`config.mk`:
```
export PLATFORM = sky130hd
export DESIGN_NAME = axi_to_reqrsp
export DESIGN_NICKNAME = d
export VERILOG_FILES = /design/src/common/axi_reqrsp_pkg.sv /design/src/burst/axi_rd_burst.sv /design/src/burst/axi_wr_burst.sv /design/src/logic/ax_arbiter.sv /design/src/logic/resp_meta_fifo.sv /design/src/logic/resp_router.sv /design/src/logic/axi_to_reqrsp.sv
export SDC_FILE = /design/constraint.sdc
export NUM_CORES = 1
export LEC_CHECK = 0
export BUFFER_PORTS_ARGS = -buffer_cell sky130_fd_sc_hd__buf_4
export CORE_MARGIN = 2
export CORE_UTILIZATION = 44
export CTS_BUF_LIST = sky130_fd_sc_hd__clkbuf_4 sky130_fd_sc_hd__clkbuf_8
export DETAILED_ROUTE_END_ITERATION = 6
export MAX_ROUTING_LAYER = met4
export PLACE_DENSITY = 0.7
export SYNTH_ARGS = -nofsm -noshare
export SYNTH_HDL_FRONTEND = slang
export SYNTH_SLANG_ARGS = --single-unit
```
`constraint.sdc`:
```
create_clock -name clk_i -period 6.8 [get_ports clk_i]
set_clock_uncertainty 0.2 [all_clocks]
set_input_delay 0 -clock clk_i [delete_from_list [all_inputs] [get_ports clk_i]]
set_output_delay 0 -clock clk_i [all_outputs]
set_load 0.005 [all_outputs]
```
`src/common/axi_reqrsp_pkg.sv`:
```
// Widths, channel structs, enums and address helpers for the AXI to reqrsp bridge.
package axi_reqrsp_pkg;

  localparam int unsigned AddrWidth     = 32;
  localparam int unsigned DataWidth     = 32;
  localparam int unsigned StrbWidth     = 4;
  localparam int unsigned IdWidth       = 4;
  localparam int unsigned LenWidth      = 8;
  localparam int unsigned SizeWidth     = 3;
  localparam int unsigned QosWidth      = 4;
  // Expected downstream latency in cycles.
  localparam int unsigned BufDepth      = 2;
  localparam int unsigned MetaFifoDepth = BufDepth + 1;
  localparam int unsigned MetaPtrWidth  = $clog2(MetaFifoDepth);
  localparam int unsigned MetaCntWidth  = $clog2(MetaFifoDepth + 1);

  typedef logic [AddrWidth-1:0] addr_t;
  typedef logic [DataWidth-1:0] data_t;
  typedef logic [StrbWidth-1:0] strb_t;
  typedef logic [IdWidth-1:0]   id_t;
  typedef logic [LenWidth-1:0]  len_t;
  typedef logic [SizeWidth-1:0] size_t;
  typedef logic [QosWidth-1:0]  qos_t;

  // AXI response encoding, only the two codes this bridge emits.
  typedef enum logic [1:0] {
    OKAY   = 2'b00,
    SLVERR = 2'b10
  } resp_e;

  typedef enum logic {
    SEL_READ  = 1'b0,
    SEL_WRITE = 1'b1
  } arb_sel_e;

  // Shared by AW and AR.
  typedef struct packed {
    id_t   id;
    addr_t addr;
    len_t  len;
    size_t size;
    qos_t  qos;
  } axi_ax_t;

  typedef struct packed {
    data_t data;
    strb_t strb;
    logic  last;
  } axi_w_t;

  typedef struct packed {
    id_t   id;
    resp_e resp;
  } axi_b_t;

  typedef struct packed {
    data_t data;
    id_t   id;
    logic  last;
    resp_e resp;
  } axi_r_t;

  // One entry per memory beat, kept until its response returns.
  typedef struct packed {
    addr_t addr;
    id_t   id;
    logic  last;
    qos_t  qos;
    size_t size;
    logic  write;
  } meta_t;

  typedef struct packed {
    addr_t addr;
    logic  write;
    data_t data;
    strb_t strb;
    size_t size;
  } reqrsp_q_t;

  typedef struct packed {
    data_t data;
    logic  error;
  } reqrsp_p_t;

  function automatic addr_t num_bytes(size_t size);
    return addr_t'(1) << size;
  endfunction

  function automatic addr_t aligned_addr(addr_t addr, size_t size);
    return addr & ~(num_bytes(size) - addr_t'(1));
  endfunction

endpackage

```
`src/burst/axi_rd_burst.sv`:
```
// Read burst generator: AR acceptance, beat counter and per-beat address.
`timescale 1ns/1ps

module axi_rd_burst (
  input  logic                    clk_i,
  input  logic                    arst_n_i,
  input  logic                    ar_valid_i,
  input  axi_reqrsp_pkg::axi_ax_t ar_i,
  input  logic                    rd_ready_i,
  output logic                    ar_ready_o,
  output logic                    rd_valid_o,
  output axi_reqrsp_pkg::meta_t   rd_meta_o,
  output logic                    rd_active_o
);
  import axi_reqrsp_pkg::*;

  len_t  cnt_d, cnt_q;
  meta_t beat_d, beat_q;

  // Beats still to come after the one at beat_q.addr.
  assign rd_active_o = (cnt_q != '0);

  always_comb begin
    ar_ready_o = 1'b0;
    rd_valid_o = 1'b0;
    rd_meta_o  = '0;
    cnt_d      = cnt_q;
    beat_d     = beat_q;
    if (cnt_q != '0) begin
      // Later beats step from the aligned base.
      rd_valid_o     = 1'b1;
      rd_meta_o      = beat_q;
      rd_meta_o.addr = beat_q.addr + num_bytes(beat_q.size);
      rd_meta_o.last = (cnt_q == len_t'(1));
      if (rd_ready_i) begin
        cnt_d       = cnt_q - len_t'(1);
        beat_d.addr = rd_meta_o.addr;
      end
    end else if (ar_valid_i) begin
      // First beat goes out with the raw address.
      rd_valid_o = 1'b1;
      rd_meta_o  = '{
        addr:  ar_i.addr,
        id:    ar_i.id,
        last:  (ar_i.len == '0),
        qos:   ar_i.qos,
        size:  ar_i.size,
        write: 1'b0
      };
      if (rd_ready_i) begin
        ar_ready_o  = 1'b1;
        cnt_d       = ar_i.len;
        beat_d      = rd_meta_o;
        beat_d.addr = aligned_addr(ar_i.addr, ar_i.size);
      end
    end
  end

  always_ff @(posedge clk_i or negedge arst_n_i) begin
    if (!arst_n_i) begin
      cnt_q <= '0;
    end else begin
      cnt_q <= cnt_d;
    end
  end

  always_ff @(posedge clk_i) begin
    beat_q <= beat_d;
  end

endmodule

```
`src/burst/axi_wr_burst.sv`:
```
// Write burst generator: AW and W acceptance, beat counter and per-beat address.
`timescale 1ns/1ps

module axi_wr_burst (
  input  logic                    clk_i,
  input  logic                    arst_n_i,
  input  logic                    aw_valid_i,
  input  axi_reqrsp_pkg::axi_ax_t aw_i,
  input  logic                    w_valid_i,
  input  axi_reqrsp_pkg::axi_w_t  w_i,
  input  logic                    wr_ready_i,
  output logic                    aw_ready_o,
  output logic                    w_ready_o,
  output logic                    wr_valid_o,
  output axi_reqrsp_pkg::meta_t   wr_meta_o,
  output logic                    wr_active_o
);
  import axi_reqrsp_pkg::*;

  len_t  cnt_d, cnt_q;
  meta_t beat_d, beat_q;

  assign wr_active_o = (cnt_q != '0);

  always_comb begin
    aw_ready_o = 1'b0;
    w_ready_o  = 1'b0;
    wr_valid_o = 1'b0;
    wr_meta_o  = '0;
    cnt_d      = cnt_q;
    beat_d     = beat_q;
    if (cnt_q != '0) begin
      // A beat is only offered together with its W data.
      if (w_valid_i) begin
        wr_valid_o     = 1'b1;
        wr_meta_o      = beat_q;
        wr_meta_o.addr = beat_q.addr + num_bytes(beat_q.size);
        wr_meta_o.last = (cnt_q == len_t'(1)) | w_i.last;
        if (wr_ready_i) begin
          w_ready_o   = 1'b1;
          // A W beat flagged last also closes the burst.
          cnt_d       = w_i.last ? '0 : cnt_q - len_t'(1);
          beat_d.addr = wr_meta_o.addr;
        end
      end
    end else if (aw_valid_i && w_valid_i) begin
      wr_valid_o = 1'b1;
      wr_meta_o  = '{
        addr:  aw_i.addr,
        id:    aw_i.id,
        last:  (aw_i.len == '0) | w_i.last,
        qos:   aw_i.qos,
        size:  aw_i.size,
        write: 1'b1
      };
      if (wr_ready_i) begin
        aw_ready_o  = 1'b1;
        w_ready_o   = 1'b1;
        cnt_d       = w_i.last ? '0 : aw_i.len;
        beat_d      = wr_meta_o;
        beat_d.addr = aligned_addr(aw_i.addr, aw_i.size);
      end
    end
  end

  always_ff @(posedge clk_i or negedge arst_n_i) begin
    if (!arst_n_i) begin
      cnt_q <= '0;
    end else begin
      cnt_q <= cnt_d;
    end
  end

  always_ff @(posedge clk_i) begin
    beat_q <= beat_d;
  end

endmodule

```
`src/logic/ax_arbiter.sv`:
```
// Read/write arbiter with QoS priority and select lock, forked to reqrsp q and metadata.
`timescale 1ns/1ps

module ax_arbiter (
  input  logic                      clk_i,
  input  logic                      arst_n_i,
  input  logic                      rd_valid_i,
  input  axi_reqrsp_pkg::meta_t     rd_meta_i,
  input  logic                      rd_active_i,
  input  logic                      wr_valid_i,
  input  axi_reqrsp_pkg::meta_t     wr_meta_i,
  input  logic                      wr_active_i,
  input  axi_reqrsp_pkg::axi_w_t    w_i,
  input  logic                      q_ready_i,
  input  logic                      fifo_ready_i,
  output logic                      rd_ready_o,
  output logic                      wr_ready_o,
  output logic                      q_valid_o,
  output axi_reqrsp_pkg::reqrsp_q_t q_o,
  output logic                      fifo_valid_o,
  output axi_reqrsp_pkg::meta_t     fifo_meta_o
);
  import axi_reqrsp_pkg::*;

  arb_sel_e sel_d, sel_q;
  logic     lock_d, lock_q;
  logic     arb_valid, arb_ready;
  meta_t    arb_meta;
  logic     q_done_q, fifo_done_q;
  logic     q_acc, fifo_acc;

  always_comb begin
    sel_d = sel_q;
    if (!lock_q) begin
      if (rd_valid_i ^ wr_valid_i) begin
        sel_d = wr_valid_i ? SEL_WRITE : SEL_READ;
      end else if (rd_valid_i && wr_valid_i) begin
        if (wr_meta_i.qos > rd_meta_i.qos) begin
          sel_d = SEL_WRITE;
        end else if (rd_meta_i.qos > wr_meta_i.qos) begin
          sel_d = SEL_READ;
        end else if (wr_meta_i.last && !rd_meta_i.last) begin
          // Single write first, write bursts cannot interleave.
          sel_d = SEL_WRITE;
        end else if (wr_active_i) begin
          sel_d = SEL_WRITE;
        end else if (rd_active_i) begin
          sel_d = SEL_READ;
        end else begin
          sel_d = (sel_q == SEL_READ) ? SEL_WRITE : SEL_READ;
        end
      end
    end
  end

  assign arb_valid  = (sel_d == SEL_WRITE) ? wr_valid_i : rd_valid_i;
  assign arb_meta   = (sel_d == SEL_WRITE) ? wr_meta_i : rd_meta_i;
  assign rd_ready_o = (sel_d == SEL_READ) & arb_ready;
  assign wr_ready_o = (sel_d == SEL_WRITE) & arb_ready;

  // Hold the choice until the fork has taken the item on both sides.
  assign lock_d = arb_valid & ~arb_ready;

  // Two-way fork, each side remembers an earlier acceptance.
  assign q_valid_o    = arb_valid & ~q_done_q;
  assign fifo_valid_o = arb_valid & ~fifo_done_q;
  assign q_acc        = q_done_q | q_ready_i;
  assign fifo_acc     = fifo_done_q | fifo_ready_i;
  assign arb_ready    = q_acc & fifo_acc;

  assign fifo_meta_o = arb_meta;
  assign q_o = '{
    addr:  arb_meta.addr,
    write: arb_meta.write,
    data:  arb_meta.write ? w_i.data : '0,
    strb:  arb_meta.write ? w_i.strb : '0,
    size:  arb_meta.size
  };

  always_ff @(posedge clk_i or negedge arst_n_i) begin
    if (!arst_n_i) begin
      sel_q       <= SEL_READ;
      lock_q      <= 1'b0;
      q_done_q    <= 1'b0;
      fifo_done_q <= 1'b0;
    end else begin
      sel_q  <= sel_d;
      lock_q <= lock_d;
      if (arb_valid && !arb_ready) begin
        q_done_q    <= q_acc;
        fifo_done_q <= fifo_acc;
      end else begin
        q_done_q    <= 1'b0;
        fifo_done_q <= 1'b0;
      end
    end
  end

endmodule

```
`src/logic/resp_meta_fifo.sv`:
```
// Fall-through FIFO holding the metadata of beats in flight downstream.
`timescale 1ns/1ps

module resp_meta_fifo (
  input  logic                  clk_i,
  input  logic                  arst_n_i,
  input  logic                  push_valid_i,
  input  axi_reqrsp_pkg::meta_t push_meta_i,
  input  logic                  pop_ready_i,
  output logic                  push_ready_o,
  output logic                  pop_valid_o,
  output axi_reqrsp_pkg::meta_t pop_meta_o
);
  import axi_reqrsp_pkg::*;

  meta_t                   mem_q [MetaFifoDepth];
  logic [MetaPtrWidth-1:0] wr_ptr_q, rd_ptr_q;
  logic [MetaCntWidth-1:0] cnt_q;
  logic                    empty, push, pop, bypass;

  assign empty        = (cnt_q == '0);
  assign push_ready_o = (cnt_q != MetaCntWidth'(MetaFifoDepth));
  // An empty buffer passes the pushed entry straight through.
  assign pop_valid_o  = ~empty | push_valid_i;
  assign pop_meta_o   = empty ? push_meta_i : mem_q[rd_ptr_q];
  assign push         = push_valid_i & push_ready_o;
  assign pop          = pop_valid_o & pop_ready_i;
  assign bypass       = empty & push & pop;

  always_ff @(posedge clk_i or negedge arst_n_i) begin
    if (!arst_n_i) begin
      wr_ptr_q <= '0;
      rd_ptr_q <= '0;
      cnt_q    <= '0;
    end else if (!bypass) begin
      if (push) begin
        wr_ptr_q <= (wr_ptr_q == MetaPtrWidth'(MetaFifoDepth - 1)) ? '0 : wr_ptr_q + 1'b1;
      end
      if (pop) begin
        rd_ptr_q <= (rd_ptr_q == MetaPtrWidth'(MetaFifoDepth - 1)) ? '0 : rd_ptr_q + 1'b1;
      end
      cnt_q <= cnt_q + MetaCntWidth'(push) - MetaCntWidth'(pop);
    end
  end

  always_ff @(posedge clk_i) begin
    if (push && !bypass) begin
      mem_q[wr_ptr_q] <= push_meta_i;
    end
  end

endmodule

```
`src/logic/resp_router.sv`:
```
// Response path: joins memory responses with buffered metadata and steers them to R or B.
`timescale 1ns/1ps

module resp_router (
  input  logic                      clk_i,
  input  logic                      arst_n_i,
  input  logic                      fifo_valid_i,
  input  axi_reqrsp_pkg::meta_t     fifo_meta_i,
  input  logic                      p_valid_i,
  input  axi_reqrsp_pkg::reqrsp_p_t p_i,
  input  logic                      r_ready_i,
  input  logic                      b_ready_i,
  output logic                      fifo_ready_o,
  output logic                      p_ready_o,
  output logic                      r_valid_o,
  output axi_reqrsp_pkg::axi_r_t    r_o,
  output logic                      b_valid_o,
  output axi_reqrsp_pkg::axi_b_t    b_o
);
  import axi_reqrsp_pkg::*;

  logic  head_valid, head_ready;
  meta_t head;
  logic  sel_r, sel_b;
  logic  join_valid, join_ready;
  resp_e resp;

  resp_meta_fifo u_meta_fifo (
    .clk_i        (clk_i),
    .arst_n_i     (arst_n_i),
    .push_valid_i (fifo_valid_i),
    .push_meta_i  (fifo_meta_i),
    .pop_ready_i  (head_ready),
    .push_ready_o (fifo_ready_o),
    .pop_valid_o  (head_valid),
    .pop_meta_o   (head)
  );

  // Reads answer every beat, writes only on the last.
  assign sel_r = ~head.write;
  assign sel_b = head.write & head.last;

  assign join_valid = p_valid_i & head_valid;
  assign r_valid_o  = join_valid & sel_r;
  assign b_valid_o  = join_valid & sel_b;

  // Inner write beats drain without an output.
  always_comb begin
    if (sel_r) begin
      join_ready = r_ready_i;
    end else if (sel_b) begin
      join_ready = b_ready_i;
    end else begin
      join_ready = 1'b1;
    end
  end

  assign p_ready_o  = head_valid & join_ready;
  assign head_ready = p_valid_i & join_ready;

  assign resp = p_i.error ? SLVERR : OKAY;

  assign r_o = '{
    data: p_i.data,
    id:   head.id,
    last: head.last,
    resp: resp
  };
  assign b_o = '{
    id:   head.id,
    resp: resp
  };

endmodule

```
`src/logic/axi_to_reqrsp.sv`:
```
// Top level of the AXI4 to reqrsp bridge: burst generators, arbiter, response router and busy.
`timescale 1ns/1ps

module axi_to_reqrsp (
  input  logic                      clk_i,
  input  logic                      arst_n_i,
  input  logic                      aw_valid_i,
  input  axi_reqrsp_pkg::axi_ax_t   aw_i,
  input  logic                      w_valid_i,
  input  axi_reqrsp_pkg::axi_w_t    w_i,
  input  logic                      ar_valid_i,
  input  axi_reqrsp_pkg::axi_ax_t   ar_i,
  input  logic                      b_ready_i,
  input  logic                      r_ready_i,
  input  logic                      q_ready_i,
  input  logic                      p_valid_i,
  input  axi_reqrsp_pkg::reqrsp_p_t p_i,
  output logic                      aw_ready_o,
  output logic                      w_ready_o,
  output logic                      ar_ready_o,
  output logic                      b_valid_o,
  output axi_reqrsp_pkg::axi_b_t    b_o,
  output logic                      r_valid_o,
  output axi_reqrsp_pkg::axi_r_t    r_o,
  output logic                      q_valid_o,
  output axi_reqrsp_pkg::reqrsp_q_t q_o,
  output logic                      p_ready_o,
  output logic                      busy_o
);
  import axi_reqrsp_pkg::*;

  logic  rd_valid, rd_ready, rd_active;
  logic  wr_valid, wr_ready, wr_active;
  meta_t rd_meta, wr_meta;
  logic  fifo_valid, fifo_ready;
  meta_t fifo_meta;

  axi_rd_burst u_rd_burst (
    .clk_i       (clk_i),
    .arst_n_i    (arst_n_i),
    .ar_valid_i  (ar_valid_i),
    .ar_i        (ar_i),
    .rd_ready_i  (rd_ready),
    .ar_ready_o  (ar_ready_o),
    .rd_valid_o  (rd_valid),
    .rd_meta_o   (rd_meta),
    .rd_active_o (rd_active)
  );

  axi_wr_burst u_wr_burst (
    .clk_i       (clk_i),
    .arst_n_i    (arst_n_i),
    .aw_valid_i  (aw_valid_i),
    .aw_i        (aw_i),
    .w_valid_i   (w_valid_i),
    .w_i         (w_i),
    .wr_ready_i  (wr_ready),
    .aw_ready_o  (aw_ready_o),
    .w_ready_o   (w_ready_o),
    .wr_valid_o  (wr_valid),
    .wr_meta_o   (wr_meta),
    .wr_active_o (wr_active)
  );

  // W data reaches the q channel through the arbiter.
  ax_arbiter u_arbiter (
    .clk_i        (clk_i),
    .arst_n_i     (arst_n_i),
    .rd_valid_i   (rd_valid),
    .rd_meta_i    (rd_meta),
    .rd_active_i  (rd_active),
    .wr_valid_i   (wr_valid),
    .wr_meta_i    (wr_meta),
    .wr_active_i  (wr_active),
    .w_i          (w_i),
    .q_ready_i    (q_ready_i),
    .fifo_ready_i (fifo_ready),
    .rd_ready_o   (rd_ready),
    .wr_ready_o   (wr_ready),
    .q_valid_o    (q_valid_o),
    .q_o          (q_o),
    .fifo_valid_o (fifo_valid),
    .fifo_meta_o  (fifo_meta)
  );

  resp_router u_resp_router (
    .clk_i        (clk_i),
    .arst_n_i     (arst_n_i),
    .fifo_valid_i (fifo_valid),
    .fifo_meta_i  (fifo_meta),
    .p_valid_i    (p_valid_i),
    .p_i          (p_i),
    .r_ready_i    (r_ready_i),
    .b_ready_i    (b_ready_i),
    .fifo_ready_o (fifo_ready),
    .p_ready_o    (p_ready_o),
    .r_valid_o    (r_valid_o),
    .r_o          (r_o),
    .b_valid_o    (b_valid_o),
    .b_o          (b_o)
  );

  // Busy while any AXI channel is pending or a burst is open.
  assign busy_o = aw_valid_i | w_valid_i | ar_valid_i | b_valid_o | r_valid_o |
                  rd_active | wr_active;

endmodule

```
=== After elaboration in Yosys (flattened, before gate mapping) ===
Memories as Yosys holds them, arrays and structs flattened.
Cells that the tools add are included.

* Add/sub/neg operators: 10
* Multipliers: 0
* Divide/modulo/power cells: 0
* Order comparisons: 2
* Equality and inequality tests: 6
* Shift-type cells: 4
* Mux-type cells: 62
* Bitwise operators: 41
* Reduce and logical (&&, ||, !) cells: 21

{| class="wikitable"
|+ Operator list
! kind !! number
|-
| $mux W45 || 10
|-
| $mux W32 || 6
|-
| $shl A1 B3 Y32 const A || 4
|-
| $mux W8 || 11
|-
| $add A32 B32 Y32 || 2
|-
| $and A32 B32 Y32 || 2
|-
| $not A32 Y32 || 2
|-
| $sub A32 B1 Y32 const B || 2
|-
| $mux W1 || 30
|-
| $and A1 B1 Y1 || 16
|-
| $eq A8 B1 Y1 const B || 2
|-
| $logic_not A8 Y1 || 2
|-
| $reduce_bool A8 Y1 || 2
|-
| $sub A8 B1 Y8 const B || 2
|-
| $mux W13 || 1
|-
| $or A1 B1 Y1 || 11
|-
| $not A1 Y1 || 9
|-
| $reduce_and A3 Y1 || 3
|-
| $gt A4 B4 Y1 || 2
|-
| $mux W2 || 3
|-
| $reduce_and A2 Y1 || 3
|-
| $logic_and A1 B1 Y1 || 5
|-
| $add A2 B1 Y2 const B || 2
|-
| $eq A2 B2 Y1 const B || 2
|-
| other kinds (8) || 12
|}

* Bits in registers: 114
* Bits in latches: 0
* RAM bits: 135
* Memory bits (read-only): 0
* Bits of input ports: 181
* Word-level logic and storage cells: 166
* Memories: 1

{| class="wikitable"
|+ Memories
! name !! words !! bits a word !! rd ports !! clocked after Yosys merged registers in !! wr ports !! line !! RTL
|-
| u_resp_router.u_meta_fifo.mem_q || 3 || 45 || 1 || 0 || 1 || resp_meta_fifo.sv:16 || <nowiki>meta_t mem_q [MetaFifoDepth];</nowiki>
|}

=== Longest topological paths before layout ===
Gate-level depths: netlist of the first run.

* Depth in word-level cells: 23
* Depth in mapped cells: 25

=== By module ===
A second synthesis of the first run with hierarchy kept.

* Cell total of the unflattened synthesis: 1452
* Area total of the unflattened synthesis: 15018.2 µm²

{| class="wikitable"
|+ Modules (own cells, without submodules)
! module !! times used !! cells an instance !! area each (µm²) !! sequential area each (µm²)
|-
| resp_meta_fifo || 1 || 377 || 5565.3 || 4204.0
|-
| axi_rd_burst || 1 || 422 || 3691.0 || 1491.4
|-
| axi_wr_burst || 1 || 416 || 3682.3 || 1491.4
|-
| ax_arbiter || 1 || 184 || 1719.1 || 100.1
|-
| resp_router || 1 || 50 || 345.3 || 0.0
|-
| axi_to_reqrsp || 1 || 3 || 15.0 || 0.0
|}

=== Least setup slack after synthesis of the first run ===
OpenSTA, ideal clock, no wires.

* Path kind: register to register
* From: reg u_wr_burst.cnt_q[0]
* To: mem u_resp_router.u_meta_fifo.mem_q[2][0] (netlist bit), enable pin
* Library setup time: 0.378 ns
* Arrival time: 4.867 ns
* Required time: 6.222 ns
* Slack: 1.355 ns
* Stages on the path, launching flop included: 19
* Clock period less this slack: 5.445 ns
* Cell sequence: dfrtp_1 inv_1 ha_1 or3b_1 buf_2 nor2_1 and3_1 clkbuf_1 clkbuf_1 buf_1 a22o_1 ha_1 nor2b_1 o2111ai_1 a211oi_1 o31a_1 or4b_4 a41o_2 nor3b_1

* Cells in the longest elaborated chain, start to end: 23

{| class="wikitable"
|+ Ends and longest elaborated chain
! element !! line !! RTL
|-
| from (decl) || axi_wr_burst.sv:20 || <nowiki>len_t cnt_d, cnt_q;</nowiki>
|-
| from (signal assigned) || axi_wr_burst.sv:70 || <nowiki>cnt_q <= cnt_d;</nowiki>
|-
| $eq A8 B1 Y1 || axi_wr_burst.sv:38 || <nowiki>wr_meta_o.last = (cnt_q == len_t'(1)) | w_i.last;</nowiki>
|-
| $or A1 B1 Y1 || axi_wr_burst.sv:38 ||
|-
| $mux W45 || axi_wr_burst.sv:34 || <nowiki>if (w_valid_i) begin</nowiki>
|-
| $mux W45 || axi_wr_burst.sv:32 || <nowiki>if (cnt_q != '0) begin</nowiki>
|-
| $logic_and A1 B1 Y1 || ax_arbiter.sv:42 || <nowiki>end else if (wr_meta_i.last && !rd_meta_i.last) begin</nowiki>
|-
| $mux W1 || ax_arbiter.sv:42 ||
|-
| $mux W1 || ax_arbiter.sv:40 || <nowiki>end else if (rd_meta_i.qos > wr_meta_i.qos) begin</nowiki>
|-
| $mux W1 || ax_arbiter.sv:38 || <nowiki>if (wr_meta_i.qos > rd_meta_i.qos) begin</nowiki>
|-
| (+7 left out) || -- ||
|-
| $mux W1 || resp_router.sv:49 || <nowiki>if (sel_r) begin</nowiki>
|-
| $and A1 B1 Y1 || resp_router.sv:59 || <nowiki>assign head_ready = p_valid_i & join_ready;</nowiki>
|-
| $and A1 B1 Y1 || resp_meta_fifo.sv:27 || <nowiki>assign pop = pop_valid_o & pop_ready_i;</nowiki>
|-
| $and A1 B1 Y1 || resp_meta_fifo.sv:28 || <nowiki>assign bypass = empty & push & pop;</nowiki>
|-
| $logic_not A1 Y1 || resp_meta_fifo.sv:47 || <nowiki>if (push && !bypass) begin</nowiki>
|-
| $logic_and A1 B1 Y1 (*) || resp_meta_fifo.sv:47 ||
|-
| $mux W1 (*) || resp_meta_fifo.sv:47 ||
|-
| $mux W1 (not written as such) (*) || resp_meta_fifo.sv:48 || <nowiki>mem_q[wr_ptr_q] <= push_meta_i;</nowiki>
|-
| to (decl) || resp_meta_fifo.sv:16 ||
|}

Every way passes the cells marked *; elsewhere a longest branch is shown, timed or not.

=== Worst setup path in the final report of the first run ===
* From: reg u_wr_burst.cnt_q[0]
* To: reg u_resp_router.u_meta_fifo.cnt_q[1]

* Cells in the longest elaborated chain, start to end: 19

{| class="wikitable"
|+ Ends and longest elaborated chain
! element !! line !! RTL
|-
| $eq A8 B1 Y1 || axi_wr_burst.sv:38 ||
|-
| $or A1 B1 Y1 || axi_wr_burst.sv:38 ||
|-
| $mux W45 || axi_wr_burst.sv:34 ||
|-
| $mux W45 || axi_wr_burst.sv:32 ||
|-
| $logic_and A1 B1 Y1 || ax_arbiter.sv:42 ||
|-
| $mux W1 || ax_arbiter.sv:42 ||
|-
| $mux W1 || ax_arbiter.sv:40 ||
|-
| $mux W1 || ax_arbiter.sv:38 ||
|-
| (+3 left out) || -- ||
|-
| $mux W45 || ax_arbiter.sv:57 || <nowiki>assign arb_meta = (sel_d == SEL_WRITE) ? wr_meta_i : rd_meta_i;</nowiki>
|-
| $mux W13 || resp_meta_fifo.sv:25 || <nowiki>assign pop_meta_o = empty ? push_meta_i : mem_q[rd_ptr_q];</nowiki>
|-
| $and A1 B1 Y1 || resp_router.sv:41 || <nowiki>assign sel_b = head.write & head.last;</nowiki>
|-
| $mux W1 || resp_router.sv:51 || <nowiki>end else if (sel_b) begin</nowiki>
|-
| $mux W1 || resp_router.sv:49 ||
|-
| $and A1 B1 Y1 || resp_router.sv:59 ||
|-
| $and A1 B1 Y1 || resp_meta_fifo.sv:27 ||
|-
| $sub A2 B1 Y2 or $and A1 B1 Y1 (tied branches) || resp_meta_fifo.sv:42, resp_meta_fifo.sv:28 ||
|-
| to (signal assigned) || resp_meta_fifo.sv:42 || <nowiki>cnt_q <= cnt_q + MetaCntWidth'(push) - MetaCntWidth'(pop);</nowiki>
|-
| to (decl) || resp_meta_fifo.sv:18 || <nowiki>logic [MetaCntWidth-1:0] cnt_q;</nowiki>
|}

Several ways; a longest one is shown, not always the timed one.
A chain may end at the register's enable or synchronous reset.

==> results.txt, run 1 <==
----------------------------------------------------
[Run]
  Maximum capacitance violations ... 0

[STA]
  Fraction of the cycle the final worst path needs ... 91.6%
  Total setup violations reported at the end of the flow ... 0
  RSZ-0062 raised after global routing ... no
  Max Slew Vio Count ... 0
  Total Negative Setup Slacks ... 0 ps
  Final setup slack of the worst path ... 568 ps
  Hold violation total from the final report ... 0
  Crit path time final ... 6230 ps
  Measured slew at the worst slew-check pin ... approximately 1300 ps
  Worst-case hold slack ... 42.4 ps
  Slew HR ... 13.1%
  Max frequency ... 160 MHz

[Die]
  Effective utilization at floorplan ... 44.5%
  X dimension of the die ... 155 um
  Die height ... around 150 um
  Row count ... 55
  Area of the die ... roughly 0.024 mm2
  Core area ... approximately 0.023 mm2
  I/O pin count ... between 300 and 400

[Clocking]
  CTS Buf Count ... 17
  Clk root buf ... clkbuf_8
  TritonCTS clock tree ... done
  Clk Latency, worst-skew pair ... roughly 460 ps
  H-tree level count ... 4
  Clock Tree Buf Depth ... 2
  Post-CTS setup buffer count ... 0
  # clock sinks ... 130
  Clock-pin slew of the registers on the worst-case setup and hold paths ... roughly 70 ps

[Logic synthesis]
  Top post-synthesis cells by area ... edfxtp_1, dfrtp_1, buf_4, nand2_1, ha_1
  Most area-hungry cell type in the Yosys netlist ... edfxtp_1
  Count of yosys warnings during synthesis ... 0
  Synthesized instance count ... between 1k and 1.5k
  Leading register cell type out of synthesis ... edfxtp_1
  Sequential cell area fraction in the yosys report ... 37.7%
  Post-synth EDFFs ... around 100
  Avg Cell Area, Syn ... roughly 8.9 um2
  Area share of the leading cell type in the synthesized netlist ... roughly 31%
  Distinct cell type count of the synthesized netlist ... 82
  Count of state elements after synthesis ... 130
  Cell Area, Synth ... between 0.01 and 0.015 mm2
  Fraction of registers with async set or reset after synthesis ... roughly a fifth

[Power and ir drop]
  Power share of the clock group ... 17.0%
  Switching power share of the total ... between 40% and 50%
  Sequential power share ... 30.7%
  Worst ir drop on vdd ... around 0.00019 V
  Net Switching ... 1.89 mW
  Share of power burned in combinational logic ... 52.3%
  Pwr per Cell Area ... between 300 and 400 mW/mm2
  Leakage power ... 5.56 nW
  Power Total ... 4.66 mW
  Internal power ... 2.77 mW

[Run status]
  Status ... finished clean

[Place]
  Placed cells ... between 1.5k and 2k
  Cell area reported after detailed placement ... approximately 0.011 mm2
  Port Buf Inserts ... 236
  Final weighted congestion of routability-driven global placement ... 0.961
  Placed wire-length estimate ... 24900 um
  Worst Setup Slack post-DPL ... about 1100 ps

[Detailed routing]
  Detailed-route wire length ... 35200 um
  Routed wire length per instance ... 20.8 um
  Mean number of vias per cell ... 5.97
  Post-route ant nets ... 0
  Initial DRC Count ... 846
  TritonRoute pass-1 iters ... 6
  DRC viols ... 0
  Total via count in the routed design ... between 10k and 15k

[Global routing]
  Vias in the first global route ... 9757
  Maximum number of pins on one net before global-route repair ... 65
  First-pass GRT wire length ... 53900 um
  Antenna violations before repair ... 0
  Total grt overflow ... 0
  GR Util All Layers ... just under 30%

[Finish]
  Fillcell total ... 1949
  Syn-to-layout area delta ... 33.3%
  Util after Layout ... 59.4%
  Final #Nets ... 1609
  Fraction of layout cells with a size suffix above 1 ... between 20% and 30%
  Final Instance Area ... roughly 0.013 mm2
  Cell Count, Final, Fillers Out ... 1694
  Antenna cell count ... 0

[Critical path]
  Crit path arrival time ... 6410 ps
  Crit path launch type ... register
  Data required time at the worst endpoint ... 6980 ps
  Category of the worst setup path capture point ... register
  WS Path Type ... register to register
  Worst-path fanout max ... 28

[Min path]
  Path class of the lowest-slack min-delay path ... input pin to register

----------------------------------------------------
-- synth_stat cells (8+ instances only) --
cell type,instances
nor2b_1,10
o21a_1,12
nand2_1,120
nand4_1,12
mux2i_1,8
a221oi_1,31
a211oi_1,8
a21oi_1,50
dfrtp_1,26
xor2_1,13
edfxtp_1,104
o2111ai_1,9
o211ai_1,11
a22o_1,17
clkbuf_1,60
and2_1,9
o21ai_0,64
xnor2_1,39
nor4_1,19
a32o_1,11
o22ai_1,10
a21o_1,8
ha_1,30
and4_1,8
buf_2,8
nand3_1,31
or3_1,8
inv_1,43
buf_4,76
and3_1,54
nor3_1,36
a31oi_1,16
nor3b_1,8
nor2_1,62
-- worst paths after layout --
check                                                     start                                                end  slack [ps]  cells past startpoint
worst max-delay path            u_wr_burst.cnt_q[0]$_DFFE_PN0P_     u_resp_router.u_meta_fifo.cnt_q[1]$_DFFE_PN0N_         570                     22
worst min-delay path                                  r_ready_i  u_resp_router.u_meta_fifo.rd_ptr_q[0]$_DFFE_PN0P_          40                      4
worst max register to register  u_wr_burst.cnt_q[0]$_DFFE_PN0P_     u_resp_router.u_meta_fifo.cnt_q[1]$_DFFE_PN0N_         570                     22
worst min register to register  u_wr_burst.cnt_q[7]$_DFFE_PN0P_                    u_wr_burst.cnt_q[7]$_DFFE_PN0P_         310                      2
max in group asynchronous                              arst_n_i                          u_arbiter.sel_q$_DFF_PN0_        5840                      4
min in group asynchronous                              arst_n_i                    u_rd_burst.cnt_q[3]$_DFFE_PN0P_         380                      4
-- layer usage --
layer  GRT usage [%]  share of wire (%)  vias to the layer above
met4            14.9                5.1                        0
met1            36.0                 40                     4765
met5               -                  0                        -
li1                -                  -                     4676
met2            48.8                 48                      574
met3            4.40                6.9                       95
-- kinds of logic (layout without fill, tap and decap cells) --
| group | count (synthesis) | after routing | share of synthesized area [%] |
|---|---|---|---|
| other cells | 1 | 2 | 0.0374 |
| buf+inv | 193 | 475 | 10.3 |
| simple gates | 400 | 400 | 20.4 |
| xor+xnor | 52 | 52 | 4.54 |
| flops | 130 | 130 | 37.7 |
| fa+ha+maj | 32 | 32 | 4.15 |
| compound gates | 302 | 302 | 21.2 |
| mux | 16 | 16 | 1.77 |
-- registers in the layout, summed over array words and instances, names as in the netlist, 2 cells and up --
register / count
u_rd_burst.beat_q: 43
u_rd_burst.cnt_q: 8
u_resp_router.u_meta_fifo.cnt_q: 2
u_resp_router.u_meta_fifo.mem_q: 18
u_resp_router.u_meta_fifo.rd_ptr_q: 2
u_resp_router.u_meta_fifo.wr_ptr_q: 2
u_wr_burst.beat_q: 43
u_wr_burst.cnt_q: 8
-- power by group through the flow --
| stage | Sequential (mW) | Combinational (mW) | Clock (mW) |
|---|---|---|---|
| final | 1.43 | 2.44 | 0.791 |
| after floorplan | 1.36 | 1.64 | 0 |
| after CTS | 1.42 | 2.42 | 0.796 |
| after detailed placement | 1.44 | 2.31 | 0 |
| after global routing | 1.46 | 2.65 | 0.827 |
| after global placement | 1.43 | 2.28 | 0 |
-- what timing repair did --
| action | 4_1_cts | 5_1_grt |
|---|---|---|
| endpoints found under the hold margin | 184 | 0 |
| gates resized for setup | 0 | 0 |
| hold buffers | 146 | 0 |
-- critical path, stage by stage (launching register included) --
cell and delay, ps:
dfrtp_1 450, inv_1 110, ha_1 170, or3b_1 520, or2_2 620, and2_1 380, a22o_1 220, ha_1 320
nand4_1 120, nor3_1 280, and2_1 210, a211oi_1 60, o31a_1 350, nor3_1 300, nor2_1 170, nor3_1 240
ha_1 270, inv_1 60, ha_1 140, xnor2_1 130, xnor2_1 150, o41a_1 160, dlygate4sd3_1 550
-- cell type report --
type / count / area (um2) / area share (%)
well taps: 285 / 357 / 2.67
clock buffers: 19 / 255 / 1.91
clock inverters: 13 / 206 / 1.55
multi-input cells: 804 / 5230 / 39.2
inverters: 45 / 169 / 1.26
flip-flops and latches: 130 / 3770 / 28.3
repair buffers: 398 / 3360 / 25.2
-- layout by cell type (no fill, tap or decap), drive strengths merged, types with 10 or more instances in the layout --
| cell type | instances |
|---|---|
| nand2 | 120 |
| edfxtp | 104 |
| xor2 | 13 |
| o211ai | 11 |
| o21ai | 67 |
| inv | 48 |
| a32o | 11 |
| nand4 | 12 |
| nor3 | 36 |
| ha | 30 |
| buf | 253 |
| nor2b | 10 |
| dlygate4sd3 | 145 |
| dfrtp | 26 |
| a221oi | 32 |
| o22ai | 10 |
| nor2 | 63 |
| and3 | 54 |
| clkbuf | 19 |
| a22o | 17 |
| a31oi | 16 |
| nor4 | 20 |
| nand3 | 31 |
| xnor2 | 39 |
| o21a | 12 |
| a21oi | 50 |
Power figures use the tool's default switching activity.
==> run 2: changes to the inputs <==
--- a/config.mk
+++ b/config.mk
@@ -6,12 +6,14 @@
 export NUM_CORES = 1
 export LEC_CHECK = 0
 export BUFFER_PORTS_ARGS = -buffer_cell sky130_fd_sc_hd__buf_4
+export CELL_PAD_IN_SITES_DETAIL_PLACEMENT = 1
+export CELL_PAD_IN_SITES_GLOBAL_PLACEMENT = 2
 export CORE_MARGIN = 2
-export CORE_UTILIZATION = 44
+export CORE_UTILIZATION = 31
 export CTS_BUF_LIST = sky130_fd_sc_hd__clkbuf_4 sky130_fd_sc_hd__clkbuf_8
 export DETAILED_ROUTE_END_ITERATION = 6
 export MAX_ROUTING_LAYER = met4
-export PLACE_DENSITY = 0.7
+export PLACE_DENSITY_LB_ADDON = 0.1
 export SYNTH_ARGS = -nofsm -noshare
 export SYNTH_HDL_FRONTEND = slang
 export SYNTH_SLANG_ARGS = --single-unit
==> results.txt, run 2 (synthesis results as in run 1) <==
----------------------------------------------------
[Power and ir drop]
  Worst ir drop on vdd ... around 0.00018 V
  Pwr per Cell Area ... 344 mW/mm2
  Power Total ... 4.63 mW
  Leakage power ... 5.52 nW

[Finish]
  Highest-count cells in the layout ignoring fill and taps ... buf_4, dlygate4sd3_1, nand2_1
  Leading registers by flop count ... u_rd_burst.beat_q: 43 flops, u_wr_burst.beat_q: 43 flops, u_resp_router.u_meta_fifo.mem_q: 18 flops
  Fraction of layout cells with a size suffix above 1 ... 22.2%
  Syn-to-layout area delta ... 34.2%
  Commonest non-fill, non-tap cell in the layout ... buf_4
  Final #Nets ... 1612
  Final Instance Area ... 0.0134 mm2

[Place]
  Placed wire-length estimate ... 29600 um
  Final weighted congestion of routability-driven global placement ... roughly 0.83
  Port Buf Inserts ... 236
  Worst Setup Slack post-DPL ... slightly above 900 ps
  Cell area reported after detailed placement ... 0.0116 mm2

[Critical path]
  WS Path Type ... register to register
  Data required time at the worst endpoint ... 6990 ps
  Worst-path fanout max ... 28
  Category of the worst setup path capture point ... register
  Crit path launch type ... register
  Crit path arrival time ... 6450 ps

[STA]
  Slew HR ... 35.7%
  Hold violation total from the final report ... 0
  Crit path time final ... around 6300 ps
  Worst-case hold slack ... ~29 ps
  RSZ-0062 raised after global routing ... no
  Max frequency ... 160 MHz
  Fraction of the cycle the final worst path needs ... 92.1%
  Measured slew at the worst slew-check pin ... 965 ps
  Max Slew Vio Count ... 0
  Total setup violations reported at the end of the flow ... 0
  Final setup slack of the worst path ... 534 ps
  Total Negative Setup Slacks ... 0 ps

[Global routing]
  GR Util All Layers ... 24.3%
  Total grt overflow ... 0
  Vias in the first global route ... 10.3k
  Antenna violations before repair ... 1
  First-pass GRT wire length ... 60300 um
  Maximum number of pins on one net before global-route repair ... 58

[Clocking]
  Post-CTS setup buffer count ... 0
  Clock Tree Buf Depth ... 2
  Clk root buf ... clkbuf_8
  Clk Latency, worst-skew pair ... 450 ps
  Number of buffers inserted for hold repair after clock tree synthesis ... approximately 150
  Clock-pin slew of the registers on the worst-case setup and hold paths ... 90 ps
  Cells resized by post-CTS repair ... 0
  CTS Buf Count ... 17
  # clock sinks ... 130
  H-tree level count ... 4
  TritonCTS clock tree ... done

[Detailed routing]
  Post-route ant nets ... 0
  Routed wire length per instance ... 22.2 um
  DRC viols ... 0
  Detailed-route wire length ... 40200 um
  Mean number of vias per cell ... 5.42
  TritonRoute pass-1 iters ... 5
  Initial DRC Count ... 628
  Total via count in the routed design ... 9842

[Die]
  Core area ... 0.0317 mm2
  I/O pin count ... 306
  Area of the die ... 0.0338 mm2
  Row count ... 65
  X dimension of the die ... 184 um
  Effective utilization at floorplan ... 31.6%
  Die height ... 184 um

[Run status]
  Status ... finished clean

[Min path]
  Path class of the lowest-slack min-delay path ... input pin to register

[Run]
  Maximum capacitance violations ... 0

----------------------------------------------------
[run 2: cell types whose count changed in the layout (fill, tap and decap cells not counted), sizes merged]
cell	delta
clkinv	+3
clkinvlp	+1
clkbuf	-2
buf	+3
inv	+2
bufinv	-4
diode	+1
[run 2: layout make-up]
| type | instances | area (um2) |
|---|---|---|
| fill | 3687 | 18300 |
| multi-input combinational | 804 | 5230 |
| inverter | 45 | 169 |
| tap | 402 | 503 |
| antenna | 1 | 2.50 |
| clock inverter | 15 | 133 |
| sequential | 130 | 3770 |
| timing repair buffer | 401 | 3400 |
| clock buffer | 17 | 234 |
[run 2: worst paths after layout]
kind / startpoint / to / slack, ps / cells past startpoint
setup / recovery: u_wr_burst.cnt_q[0]$_DFFE_PN0P_ / u_resp_router.u_meta_fifo.cnt_q[1]$_DFFE_PN0N_ / 530 / 22
hold / removal: r_ready_i / u_resp_router.u_meta_fifo.rd_ptr_q[1]$_DFFE_PN0P_ / 30 / 4
setup reg to reg: u_wr_burst.cnt_q[0]$_DFFE_PN0P_ / u_resp_router.u_meta_fifo.cnt_q[1]$_DFFE_PN0N_ / 530 / 22
hold reg to reg: u_wr_burst.cnt_q[7]$_DFFE_PN0P_ / u_wr_burst.cnt_q[7]$_DFFE_PN0P_ / 320 / 2
max in group asynchronous: arst_n_i / u_rd_burst.cnt_q[3]$_DFFE_PN0P_ / 5850 / 4
min in group asynchronous: arst_n_i / u_wr_burst.cnt_q[5]$_DFFE_PN0P_ / 360 / 4
[run 2: where the power goes]
group / internal (mW) / leakage (nW) / switching (mW) / total, mW
Sequential: 1.21 / 1.27 / 0.219 / 1.43
Clock: 0.293 / 0.186 / 0.366 / 0.659
Combinational: 1.12 / 4.07 / 1.42 / 2.54
Total: 2.63 / 5.52 / 2.00 / 4.63
[run 2: stage by stage]
stage / util, % / std cells
floorplan: - / 1127
global placement: 36.6 / 1636
detailed placement: 36.6 / 1636
CTS: 42.4 / 1814
global route: 42.4 / 1815
finish: 42.4 / 1815
[run 2: critical path, cell delays in order, from the launching register on]
cell           delay [ps]
dfrtp_1               460
inv_1                 110
ha_1                  180
or3b_1                520
or2_2                 630
and2_1                390
a22o_1                230
ha_1                  330
nand4_1               110
nor3_1                 80
and3_1                240
a311o_1               350
o211ai_1              350
o2111ai_1             230
nand2_1               210
nor3_1                 70
ha_1                  290
inv_1                  40
ha_1                  180
xnor2_1               180
xnor2_1               140
o41a_1                150
dlygate4sd3_1         540
[run 2: routing by layer]
layer	track usage (%)	share of wire (%)	up-vias
li1	-	-	4691
met1	29.0	43	4763
met2	42.2	50	342
met3	2.63	4.1	46
met4	9.38	3.3	0
met5	-	0	-
==> run 3: changes to the inputs <==
--- a/config.mk
+++ b/config.mk
@@ -5,12 +5,15 @@
 export SDC_FILE = /design/constraint.sdc
 export NUM_CORES = 1
 export LEC_CHECK = 0
+export ABC_AREA = 1
 export BUFFER_PORTS_ARGS = -buffer_cell sky130_fd_sc_hd__buf_4
 export CELL_PAD_IN_SITES_DETAIL_PLACEMENT = 1
 export CELL_PAD_IN_SITES_GLOBAL_PLACEMENT = 2
+export CORE_ASPECT_RATIO = 0.8
 export CORE_MARGIN = 2
-export CORE_UTILIZATION = 31
+export CORE_UTILIZATION = 30
 export CTS_BUF_LIST = sky130_fd_sc_hd__clkbuf_4 sky130_fd_sc_hd__clkbuf_8
+export CTS_CLUSTER_SIZE = 24
 export DETAILED_ROUTE_END_ITERATION = 6
 export MAX_ROUTING_LAYER = met4
 export PLACE_DENSITY_LB_ADDON = 0.1
==> results.txt, run 3 <==
----------------------------------------------------
[Global routing]
  GR Util All Layers ... between 20% and 30%
  Antenna violations before repair ... 0
  Busiest grt layer ... met2
  Met1 capacity usage during global routing ... 31.0%
  Vias in the first global route ... 10.5k
  Met2 track demand over resource in global routing ... 37.9%
  First-pass GRT wire length ... 61400 um
  Maximum number of pins on one net before global-route repair ... 65
  Global-route met3 utilization ... just over 4%
  Total grt overflow ... 0

[Finish]
  Syn-to-layout area delta ... 35.9%
  Leading registers by flop count ... u_rd_burst.beat_q: 43 flops, u_wr_burst.beat_q: 43 flops, u_resp_router.u_meta_fifo.mem_q: 18 flops
  Fraction of layout cells with a size suffix above 1 ... 21.1%
  Util after Layout ... a little over two fifths
  Highest-count cells in the layout ignoring fill and taps ... buf_4, nand2_1, dlygate4sd3_1
  Antenna cell count ... 0
  Commonest non-fill, non-tap cell in the layout ... buf_4
  Final #Nets ... ~1.8k

[Critical path]
  Reg2reg path depth ... 22
  Data required time at the worst endpoint ... 6980 ps
  Category of the worst setup path capture point ... register
  Worst reg-to-reg setup slack ... between 1000 and 1500 ps
  Crit path arrival time ... 5620 ps
  Worst-path fanout max ... 64
  WS Path Type ... register to register
  Crit path launch type ... register
  Worst R2R End ... u_wr_burst.cnt_q[1]$_DFFE_PN0P_
  Critical R2R Launch ... u_wr_burst.cnt_q[0]$_DFFE_PN0P_

[Clocking]
  Clk root buf ... clkbuf_8
  Clk Latency, worst-skew pair ... 470 ps
  TritonCTS clock tree ... done
  Clock-pin slew of the registers on the worst-case setup and hold paths ... 90 ps
  Clock Tree Buf Depth ... 2
  H-tree level count ... 4
  Post-CTS setup buffer count ... 0
  CTS Buf Count ... 17
  # clock sinks ... 130

[Min path]
  End point of the most critical hold path ... u_wr_burst.beat_q[11]$_DFFE_PP_
  Hold Path Stages ... 2
  Path class of the lowest-slack min-delay path ... input pin to register
  Launch instance of the worst min-delay path ... aw_i[49]

[Power and ir drop]
  Pwr per Cell Area ... 433 mW/mm2
  Worst ir drop on vdd ... 0.000229 V
  Leakage power ... 5.98 nW
  Power Total ... 5.92 mW

[Logic synthesis]
  Cell Area, Synth ... 0.0101 mm2
  Count of state elements after synthesis ... 130
  Count of yosys warnings during synthesis ... 0
  Post-synth top cells ... nand2_1, inv_1, nor2_1
  Leading register cell type out of synthesis ... edfxtp_1
  Distinct cell type count of the synthesized netlist ... 64
  Area share of the leading cell type in the synthesized netlist ... 31.1%
  Avg Cell Area, Syn ... 7.81 um2
  Post-synth EDFFs ... between 100 and 150
  Fraction of registers with async set or reset after synthesis ... about a fifth
  Top post-synthesis cells by area ... edfxtp_1, nand2_1, dfrtp_1, buf_4, inv_1
  Synthesized instance count ... 1288
  Most area-hungry cell type in the Yosys netlist ... edfxtp_1
  Sequential cell area fraction in the yosys report ... between 30% and 40%
  Leading cell type by number of instances after synthesis ... nand2_1

[Place]
  Final weighted congestion of routability-driven global placement ... 0.842
  Placed wire-length estimate ... about 30000 um
  Worst Setup Slack post-DPL ... 1490 ps
  Port Buf Inserts ... 236

[Die]
  Row count ... 59
  Effective utilization at floorplan ... 30.7%
  Die height ... 168 um
  Area of the die ... roughly 0.035 mm2
  X dimension of the die ... 209 um
  I/O pin count ... approximately 310
  Core area ... 0.0328 mm2

[STA]
  Slew HR ... a little under a third
  Worst-case hold slack ... 76.5 ps
  Final setup slack of the worst path ... 1350 ps
  Measured slew at the worst slew-check pin ... about 1000 ps
  Max frequency ... roughly 180 MHz
  Crit path time final ... between 5000 and 6000 ps
  Fraction of the cycle the final worst path needs ... 80.1%
  Total Negative Setup Slacks ... 0 ps
  Total setup violations reported at the end of the flow ... 0
  Hold violation total from the final report ... 0
  Max Slew Vio Count ... 0
  RSZ-0062 raised after global routing ... no

[Detailed routing]
  Post-route ant nets ... 0
  Total via count in the routed design ... around 10k
  Mean number of vias per cell ... 4.98
  Initial DRC Count ... slightly above 600
  DRC viols ... 0
  Routed wire length per instance ... 19.9 um
  Detailed-route wire length ... 40200 um
  TritonRoute pass-1 iters ... 5

[Run]
  Maximum capacitance violations ... 0

[Run status]
  Status ... finished clean

----------------------------------------------------
## run 3: per-stage QoR
step                      instances  instance area, um2
final                          2023               13700
after floorplan                1289               10100
after CTS                      2023               13700
after global placement         1837               11600
after global routing           2023               13700
after detailed placement       1837               11600
## run 3: area by class of cell
| cell class | instances | area (um2) |
|---|---|---|
| inverter | 161 | 608 |
| timing repair buffer | 395 | 3360 |
| clock inverter | 12 | 205 |
| multi-input combinational | 878 | 4920 |
| sequential | 130 | 3770 |
| fill | 4012 | 19100 |
| clock buffer | 20 | 263 |
| tap | 427 | 534 |
## run 3: kinds of logic (layout without fill, tap and decap cells)
logic type                 Yosys count  count (layout)  share of synthesized area [%]
AOI/OAI and AO/OA                  267             267                           16.4
buffers and inverters              281             588                           13.6
xor gates and xnor gates            43              43                           3.74
adders and majority gates           32              32                           4.13
muxes                                4               4                          0.398
DFF                                130             130                           37.5
other                                1               2                         0.0373
and+or+nand+nor                    530             530                           24.1
## run 3: per-layer routing
| layer | routed length (um) | vias to the layer above |
|---|---|---|
| met5 | 0 | - |
| met4 | 716 | 0 |
| met1 | 18800 | 4828 |
| met2 | 18800 | 301 |
| li1 | - | 4906 |
| met3 | 1860 | 34 |
## run 3: critical path: stages, from the launching register on
cell and delay [ps]:
dfrtp_1 410, inv_1 130, ha_1 280, nand2_4 120, nor2_8 380, nor2_4 230, a22o_1 260, ha_1 320
nand2_1 60, nor2_1 100, a211oi_1 50, nor2_1 130, nand2_1 80, nand2_1 70, nand2_2 60, nand2_4 90
nand2_8 270, nor2_2 230, inv_2 170, nor2_4 720, o211ai_1 210, dlygate4sd3_1 650, o21ai_0 90
## run 3: power breakdown
group	leakage, nW	total [mW]	switching (mW)	internal [mW]
sequential	1.29	1.55	0.227	1.32
clock	0.239	0.815	0.357	0.458
combinational	4.45	3.56	2.20	1.35
total	5.98	5.92	2.79	3.13
## run 3: how the worst max path moves through the flow
stage / from / end / slack [ps] / depth (start not counted)
2_1_floorplan: u_rd_burst.cnt_q[0]$_DFFE_PN0P_ / u_resp_router.u_meta_fifo.cnt_q[1]$_DFFE_PN0N_ / 2430 / 31
3_3_place_gp: u_wr_burst.cnt_q[0]$_DFFE_PN0P_ / u_rd_burst.cnt_q[3]$_DFFE_PN0P_ / 1750 / 22
3_5_place_dp: u_wr_burst.cnt_q[0]$_DFFE_PN0P_ / u_rd_burst.cnt_q[3]$_DFFE_PN0P_ / 1490 / 22
4_1_cts: u_wr_burst.cnt_q[0]$_DFFE_PN0P_ / u_resp_router.u_meta_fifo.wr_ptr_q[1]$_DFFE_PN0P_ / 1310 / 25
5_1_grt: u_wr_burst.cnt_q[0]$_DFFE_PN0P_ / u_wr_burst.cnt_q[1]$_DFFE_PN0P_ / 850 / 22
6_report: u_wr_burst.cnt_q[0]$_DFFE_PN0P_ / u_wr_burst.cnt_q[1]$_DFFE_PN0P_ / 1350 / 22
## run 3: repair_timing
item | 4_1_cts | 5_1_grt
hold buffers | 154 | 0
gates resized for setup | 0 | 0
endpoints found under the hold margin | 191 | 0
